**src/logic/pipe_ctrl_pkg.sv**
```systemverilog
package pipe_ctrl_pkg;

    // where an execute operand comes from
    // none means the value read from the register file in decode
    typedef enum logic [1:0] {
        none      = 2'b00,
        mem       = 2'b01,
        writeback = 2'b10
    } forward_type;

    // instruction rom depth in words
    localparam int imem_words = 64;
    // data ram depth in words
    localparam int dmem_words = 64;

endpackage

```
**src/logic/rv_isa_pkg.sv**
```systemverilog
package rv_isa_pkg;

    // data word width
    localparam int xlen = 32;
    // register index width, 32 architectural registers
    localparam int reg_addr_w = 5;

    // major opcodes of the supported rv32i subset
    // op_nop is all zeros and marks a bubble in any stage
    typedef enum logic [6:0] {
        op_nop    = 7'b0000000,
        op_lui    = 7'b0110111,
        op_auipc  = 7'b0010111,
        op_jal    = 7'b1101111,
        op_jalr   = 7'b1100111,
        op_branch = 7'b1100011,
        op_load   = 7'b0000011,
        op_store  = 7'b0100011,
        op_imm    = 7'b0010011,
        op_reg    = 7'b0110011
    } opcode_t;

    // alu operations, pass_b feeds the immediate straight through for lui
    typedef enum logic [2:0] {
        alu_add,
        alu_sub,
        alu_and,
        alu_or,
        alu_xor,
        alu_slt,
        alu_pass_b
    } alu_op_t;

endpackage
```
**src/logic/hazard_unit.sv**
```systemverilog
`timescale 1ns/1ns

module hazard_unit import rv_isa_pkg::*, pipe_ctrl_pkg::*; (
    // decode stage sources
    input  logic [reg_addr_w-1:0] d_reg_a,
    input  logic [reg_addr_w-1:0] d_reg_b,
    input  opcode_t               d_opcode,
    // execute stage registers
    input  logic [reg_addr_w-1:0] ex_reg_a,
    input  logic [reg_addr_w-1:0] ex_reg_b,
    input  logic [reg_addr_w-1:0] ex_reg_d,
    input  opcode_t               ex_opcode,
    // memory stage destination
    input  logic                  mem_reg_write,
    input  logic [reg_addr_w-1:0] mem_reg_addr,
    input  opcode_t               mem_opcode,
    // writeback stage destination
    input  logic                  wb_reg_write,
    input  logic [reg_addr_w-1:0] wb_reg_addr,
    input  opcode_t               wb_opcode,
    // resolved control flow from execute
    input  logic                  branch,
    input  logic                  branch_taken,
    input  logic                  jump,
    output forward_type           fwd_a,
    output forward_type           fwd_b,
    output logic                  pc_en,
    output logic                  f_d_en,
    output logic                  d_e_en,
    output logic                  no_op,
    output logic                  pc_src,
    output logic                  flush
);

    logic d_a_used;
    logic d_b_used;
    logic ex_a_used;
    logic ex_b_used;
    logic mem_fwd_ok;
    logic wb_fwd_ok;
    logic load_use;
    logic redirect;
    logic stall;

    // lui, auipc and jal have no rs1, bubbles read nothing
    function automatic logic reads_a(opcode_t op);
        return !(op inside {op_lui, op_auipc, op_jal, op_nop});
    endfunction

    // only register ops, stores and branches read rs2
    function automatic logic reads_b(opcode_t op);
        return op inside {op_branch, op_store, op_reg};
    endfunction

    // a real write needs the enable, a nonzero rd and an opcode that has rd
    function automatic logic writes_rd(opcode_t op, logic we, logic [reg_addr_w-1:0] rd);
        return we && (rd != '0) && !(op inside {op_store, op_branch, op_nop});
    endfunction

    assign d_a_used  = reads_a(d_opcode);
    assign d_b_used  = reads_b(d_opcode);
    assign ex_a_used = reads_a(ex_opcode);
    assign ex_b_used = reads_b(ex_opcode);

    // load data is not ready in memory, so that stage only forwards alu results
    assign mem_fwd_ok = writes_rd(mem_opcode, mem_reg_write, mem_reg_addr)
                        && (mem_opcode != op_load);
    assign wb_fwd_ok  = writes_rd(wb_opcode, wb_reg_write, wb_reg_addr);

    // memory holds the younger result, so it wins over writeback
    always_comb begin
        fwd_a = none;
        fwd_b = none;
        if (ex_a_used && mem_fwd_ok && (ex_reg_a == mem_reg_addr)) begin
            fwd_a = mem;
        end else if (ex_a_used && wb_fwd_ok && (ex_reg_a == wb_reg_addr)) begin
            fwd_a = writeback;
        end
        if (ex_b_used && mem_fwd_ok && (ex_reg_b == mem_reg_addr)) begin
            fwd_b = mem;
        end else if (ex_b_used && wb_fwd_ok && (ex_reg_b == wb_reg_addr)) begin
            fwd_b = writeback;
        end
    end

    // load in execute feeding a source of the instruction in decode
    assign load_use = (ex_opcode == op_load) && (ex_reg_d != '0)
                      && ((d_a_used && (d_reg_a == ex_reg_d))
                          || (d_b_used && (d_reg_b == ex_reg_d)));

    // static not-taken, so any taken branch or jump is a redirect
    assign redirect = (branch && branch_taken) || jump;

    // a redirect kills the stalled decode instruction anyway
    assign stall = load_use && !redirect;

    assign pc_en  = !stall;
    assign f_d_en = !stall;
    assign d_e_en = !stall;
    assign no_op  = stall;
    assign pc_src = redirect;
    assign flush  = redirect;

endmodule

```
**config.mk**
```make
export PLATFORM = sky130hd
export DESIGN_NAME = hazard_unit
export DESIGN_NICKNAME = d
export VERILOG_FILES = /design/src/logic/pipe_ctrl_pkg.sv /design/src/logic/rv_isa_pkg.sv /design/src/logic/hazard_unit.sv
export SDC_FILE = /design/constraint.sdc
export NUM_CORES = 1
export LEC_CHECK = 0
export BUFFER_PORTS_ARGS = -buffer_cell sky130_fd_sc_hd__buf_2
export CORE_AREA = 2 2 46 48
export DETAILED_ROUTE_END_ITERATION = 10
export DIE_AREA = 0 0 48 50
export GPL_TIMING_DRIVEN = 0
export PLACE_DENSITY = 0.87
export REMOVE_ABC_BUFFERS = 1
export SYNTH_ARGS = -nofsm -noshare
export SYNTH_HDL_FRONTEND = slang
export SYNTH_SLANG_ARGS = --single-unit
```
**constraint.sdc**
```tcl
create_clock -name vclk -period 2.2
set_clock_uncertainty 0.05 [all_clocks]
set_input_delay 0.44 -clock vclk [all_inputs]
set_output_delay 0.44 -clock vclk [all_outputs]
set_load 0.01 [all_outputs]
```
# Yosys cells after proc, flatten, opt, wreduce, memory -nomap -nowiden
# Index checks and enable logic that the tools add are counted.
dict set report word_totals {
  ff_bits 0
  latchBits 0
  ramBits 0
  mem_bits_ro 0
  in_bits 68
  output_inout_bits 10
  elab_cells 68
  mem_count 0
}
dict set report op_classes {
  addsub 0
  n_mul 0
  div 0
  n_lt_le_gt_ge 0
  n_eq_ne 24
  shifts 0
  muxes 4
  n_bitwise 0
  n_reduce_logical 40
}
# cell count
set ops {}
lappend ops {{$eq A7 B6 Y1 const B} 8}
lappend ops {{$eq A7 B7 Y1 const B} 6}
lappend ops {{$eq A5 B5 Y1} 6}
lappend ops {{$logic_not A7 Y1} 4}
lappend ops {{$logic_and A1 B1 Y1} 19}
lappend ops {{$reduce_bool A5 Y1} 3}
lappend ops {{$eq A7 B5 Y1 const B} 2}
lappend ops {{$reduce_bool A3 Y1} 4}
lappend ops {{$mux W2} 4}
lappend ops {{$reduce_bool A4 Y1} 2}
lappend ops {{$eq A7 B2 Y1 const B} 1}
lappend ops {{$ne A7 B2 Y1 const B} 1}
lappend ops {{$logic_not A1 Y1} 6}
lappend ops {{$logic_or A1 B1 Y1} 2}

# Depth between registers and ports, before layout
# Gate-level depths: netlist of the first run.
dict set report logic_depth {
  depth_word 8
  ltp_mapped 6
  ltp_nobuf 5
}

# Worst setup path before layout of the first run
# OpenSTA, ideal clock, no wires.
dict set report synth_timing {
  kind {in2out}
  start {in mem_reg_addr[0]}
  end {out fwd_a[1]}
  t_arrival_ps 1440
  required_ps 1710
  slack_ps 270
  cell_stages 5
  n_path_buf 0
  path_cell_list {or4_1 > o21ai_1 > a31oi_1 > nand4_2 > and4_1}
}
dict set report synth_via {
  elab_chain_len 7
  word_cells_on_any_way 8
  cone_classes {eq/ne: 1; mux: 1; reduce/logical: 6}
}
# item line
set synth_rtl {}
lappend synth_rtl {{start, declared} hazard_unit.sv:15} ;# input logic [reg_addr_w-1:0] mem_reg_addr,
lappend synth_rtl {{$reduce_bool A5 Y1} hazard_unit.sv:57} ;# return we && (rd != '0) && !(op inside {op_store, op_branch, op_nop});
lappend synth_rtl {{$logic_and A1 B1 Y1 (2 in series)} hazard_unit.sv:57}
lappend synth_rtl {{$logic_and A1 B1 Y1} hazard_unit.sv:67} ;# && (mem_opcode != op_load);
lappend synth_rtl {{$logic_and A1 B1 Y1} hazard_unit.sv:74} ;# if (ex_a_used && mem_fwd_ok && (ex_reg_a == mem_reg_addr)) begin
lappend synth_rtl {{$logic_and A1 B1 Y1 *} hazard_unit.sv:74}
lappend synth_rtl {{$mux W2 *} hazard_unit.sv:74}
lappend synth_rtl {{end, declared} hazard_unit.sv:25} ;# output forward_type fwd_a,
# Every way passes the cells marked *; elsewhere a longest branch is shown, timed or not.

# Final worst setup path of the first run
dict set report layout_timing {
  start {in mem_reg_addr[4]}
  end {out fwd_a[1]}
}
# Same word-level chain as after synthesis.

==> results of run 1 <==
cell usage in the layout, fill, tap and decap left out, types with 4 or more instances in the layout:
master   synthesis  layout
buf_2            0      76
xnor2_1         16      16
xor2_1          14      14
nor3_1           8       8
nor2_1           7       7
nand3_1          5       5
nor4_1           5       5
nand4_1          4       4
final timing paths:
check,start,endpoint,slack (ps),depth (start not counted)
worst max-delay path,mem_reg_addr[4],fwd_a[1],30,7
worst min-delay path,ex_opcode[2],fwd_a[0],1130,3
layer usage:
metal | wire length, um | up-vias | global-route usage [%]
li1 | - | 494 | -
met1 | 890 | 437 | 17.8
met2 | 1230 | 63 | 39.3
met3 | 237 | 6 | 1.83
met4 | 40 | 0 | 1.35
met5 | 0 | - | 0
metrics by stage:
step | hold WS (ps) | utilization [%] | TNS (ps)
global placement | 1130 | 54.1 | 0
detailed placement | 1130 | 54.1 | -124
finish | 1130 | 56.1 | 0
floorplan | 941 | - | 0
CTS | 1130 | 56.1 | -33.5
global route | 1160 | 56.1 | -16.3
worst max-delay path, stage by stage:
cell and delay [ps]:
buf_8 90, or4_4 530, o21ai_2 150, a31oi_2 70, nand4_2 100, and4_1 170, buf_2 130
cell families after synthesis:
| group | Yosys count |
|---|---|
| and+or+nand+nor | 41 |
| AOI/OAI and AO/OA | 15 |
| xor gates and xnor gates | 30 |
| buffers and inverters | 6 |
power groups by stage:
stage | Clock [mW] | Combinational, mW | Sequential (mW)
final | 0 | 0.177 | 0
after global placement | 0 | 0.160 | 0
after global routing | 0 | 0.193 | 0
after CTS | 0 | 0.175 | 0
after detailed placement | 0 | 0.168 | 0
after floorplan | 0 | 0.0701 | 0
what timing repair did:
item / CTS / global route
endpoints found under the setup margin: 2 / 2
pin swaps: 4 / 2
resized for setup: 7 / 1
buffers inserted: 1 / 0
cloned: 0 / 0
hold buffers: 0 / 0
layout make-up:
class / instances / share of cell area [%]
inverters: 3 / 1.06
well taps: 27 / 3.17
multi-input cells: 86 / 57.0
repair buffers: 79 / 38.8
==> results by group, run 1 <==
STA
  • Final Hold Fails: 0
  • Actual slew at the worst max-slew pin: ~390 ps
  • RSZ-0062 raised after global routing: true
  • Crit share post-route: a little over nine tenths
  • Fmax: 461 MHz
  • Max-slew headroom: between 70% and 80%
  • Max Slew Vio Count: 0
  • Final setup viols: 0
  • Tmin final: about 2200 ps
  • Final WS setup: 30.6 ps

Power and ir drop
  • Comb power frac: 100.0%
  • PwrDens: 166 mW/mm2
  • P_leak: roughly 0.52 nW
  • Clock share of power: 0%
  • Seq pwr share: 0%
  • Worst VDD drop: 0.0000876 V
  • Tot Pwr: 177 uW
  • Switching share of power: 46.9%
  • Internal power: 93.9 uW
  • Sw power: 82.9 uW

GRT
  • First-pass GRT wire length: 3.40 mm
  • Vias in the first global route: 903
  • GRT Total Usage: 18.5%
  • Largest net degree at the start of global routing: 6
  • GRT overflow: 0
  • Antenna violations before repair: 0

Synth
  • Largest family of logic cells by synthesized area: XOR/XNOR gates
  • Most frequent cell after synthesis: xnor2_1
  • Netlist cell types: 27
  • Synth top area share: 22.3%
  • Post-Syn Area: about 630 um2
  • Post-synthesis mux area share: 0%
  • Synth Area in XOR/XNOR: 41.8%
  • Synth area leaders: xnor2_1 22%, xor2_1 20%, nor3_1 6.4%, nor4_1 5.0%, nor2_1 4.2%
  • Top cells by count, synth: 16 x xnor2_1, 14 x xor2_1, 8 x nor3_1
  • Ys Warns: 0
  • Post-Syn Instances: 92
  • Syn Area/Cell: 6.83 um2
  • Register area share after synthesis: 0%
  • Adder-cell share of the synthesized area: 0%
  • Yosys top cell by area: xnor2_1
  • Simple-Gate Fraction of Synth Area: 36.9%
  • Compound-Gate Fraction of Synth Area: between 10% and 20%

Routing
  • Per-cell routed wire length: 12.3 um
  • Drt first pass iters: 4
  • Total number of vias: 1000
  • Remaining antenna violation count: 0
  • Residual DRC: 0
  • DR vias/cell: 5.13
  • Total Wirelength: 2.40 mm
  • Initial drt markers: 10

Final layout
  • Finished Layout Cells: 195
  • Fraction of layout cells with a size suffix above 1: 49.4%
  • Sequential cells: 0
  • Area grow syn2layout: 69.9%
  • Nets: between 200 and 250
  • Multi-input gate area: a little over 600 um2
  • Post-route cell area: around 0.0011 mm2
  • Diode count: 0
  • Clk_buf instances: 0
  • Register area: 0 um2
  • Fillers: ~180

Worst setup path
  • Crit Path Max Fanout: 2
  • Startpoint types: primary input
  • Critical path arrival: 1680 ps
  • Worst Path Required: 1710 ps
  • Critical path class: primary input to output port
  • Kind of end point of the critical path: output port

Placed design
  • DP HPWL: roughly 2.2 mm
  • Port buffer count: a little under 80
  • Placed cells: 194
  • Pre-CTS setup slack: -74.1 ps
  • Gpl congestion: 0.816
  • Area after DPL: ~0.0010 mm2

Die
  • Chip Height: 50 um
  • FP Rows: 16
  • Die area: 0.00240 mm2
  • Core Area: between 0.0015 and 0.002 mm2
  • IO Pins: 78
  • Initial Util: 33.0%
  • Die Wd: 48 um

Status
  • Status: completed

Run
  • Max_cap viols: 0

Hold path
  • Worst min path class: primary input to output port
Note: power is estimated with default switching activity, not from simulation.
==> run 2, diff against run 1 <==
- CORE_AREA: 2 2 46 48 -> 2 2 45 47
- DIE_AREA: 0 0 48 50 -> 0 0 47 49
- PLACE_DENSITY: 0.87 -> 0.91
- clock period: 2.2 -> 2.6 ns (I/O delays scaled with it)
==> run 2 against run 1 <==
Against the previous run: routed wire length fell by 12%; worst hold slack improved by 160 ps; sequential share of layout area is the same; cell area fell by 3.5%; power down 21%; global-route usage is 2.1 points lower.
==> results by group, run 2 (synthesis results as in run 1) <==
Routing
  • Residual DRC: 0
  • Drt first pass iters: 5
  • Remaining antenna violation count: 0
  • DR vias/cell: a little over 5
  • Initial drt markers: 9
  • Total Wirelength: roughly 2.1 mm
  • Total number of vias: 979
  • Per-cell routed wire length: 10.8 um

Final layout
  • Final Core Density: 55.9%
  • Area grow syn2layout: 63.9%
  • Most frequent cells in the layout: 78 x buf_2, 16 x xnor2_1, 14 x xor2_1
  • Fraction of layout cells with a size suffix above 1: a little under half
  • Fillers: 200
  • Clk_buf instances: 0
  • Register area: 0 um2
  • Commonest non-fill, non-tap cell in the layout: buf_2
  • Finished Layout Cells: 194
  • Diode count: 0
  • Sequential cells: 0
  • Multi-input gate area: 594 um2
  • Post-route cell area: between 0.001 and 0.0015 mm2
  • Nets: 237

Hold path
  • Hold path cells: 4
  • Worst min path class: primary input to output port
  • Hold Path Sink: pc_src
  • Min-delay src: jump

GRT
  • Vias in the first global route: 831
  • GRT overflow: 0
  • Antenna violations before repair: 0
  • GRT Total Usage: 16.4%
  • First-pass GRT wire length: 3.00 mm
  • Largest net degree at the start of global routing: 6

Worst setup path
  • Max stage delay cell, worst path: or4_1
  • Startpoint types: primary input
  • Delay-heaviest family, CP: simple AND/OR/NAND/NOR gates
  • Critical Path, Cell by Cell: buf_2, or4_1, o21ai_1, a31oi_1, nand4_2, and4_1, buf_2
  • Kind of end point of the critical path: output port
  • Critical path class: primary input to output port
  • CP bufs+invs: 2
  • Most Frequent Cell on Critical Path: buf_2
  • Crit Path Max Fanout: 3
  • Worst Path Required: roughly 2000 ps
  • Critical path arrival: 1760 ps
  • CP peak stage delay: 510 ps

Placed design
  • Pre-CTS setup slack: roughly 260 ps
  • Port buffer count: 78
  • Placed cells: between 150 and 200
  • DP HPWL: ~2.0 mm
  • Area after DPL: 0.00103 mm2
  • Gpl congestion: 0.745

CTS
  • Number of setup buffers added after CTS: 0
  • Hold Buf Count CTS: 0
  • CTS resizes: 0

STA
  • Actual slew at the worst max-slew pin: 370 ps
  • WHS: between 1000 and 1500 ps
  • Fmax: 430 MHz
  • RSZ-0062 raised after global routing: false
  • Max Slew Vio Count: 0
  • Tmin final: 2330 ps
  • Final setup viols: 0
  • Final Hold Fails: 0
  • Crit share post-route: 89.5%
  • Final WS setup: 274 ps
  • Max-slew headroom: 75.1%
  • TNS Setup: 0 ps

Die
  • Die Wd: 47 um
  • Core Area: 0.00184 mm2
  • IO Pins: 78
  • Initial Util: 34.1%
  • Die area: 0.00230 mm2
  • FP Rows: 16
  • Chip Height: 49 um

Power and ir drop
  • Tot Pwr: 140 uW
  • Worst VDD drop: 0.0000660 V
  • P_leak: 0.507 nW
  • PwrDens: 136 mW/mm2

Status
  • Status: completed

Run
  • Max_cap viols: 0
-- run 2: cell types whose count changed in the layout (fill, tap and decap cells not counted), sizes merged --
cell  before  now
buf       79   78
-- run 2: how the worst max path moves through the flow --
stage / start / to / depth (start not counted)
after floorplan: mem_reg_addr[0] / fwd_a[1] / 5
after global routing: mem_reg_addr[0] / fwd_a[1] / 7
after global placement: mem_reg_addr[0] / fwd_a[1] / 7
after detailed placement: mem_reg_addr[0] / fwd_a[1] / 7
final: mem_reg_addr[0] / fwd_a[1] / 7
after CTS: mem_reg_addr[0] / fwd_a[1] / 7
-- run 2: power by group --
part	internal (mW)	switching [mW]	leakage [nW]
clock	0	0	0
combinational	0.0750	0.0652	0.507
sequential	0	0	0
total	0.0750	0.0652	0.507
-- run 2: layout make-up --
type / instances / area share, %
Multi-Input combinational cell: 86 / 57.7
Tap cell: 27 / 3.28
Inverter: 3 / 1.09
Timing Repair Buffer: 78 / 37.9
-- run 2: per-layer routing --
metal / GRT usage, % / routed length, um
met5: 0 / 0
met4: 0 / 6
met3: 2.22 / 292
met2: 35.4 / 1080
met1: 15.6 / 722
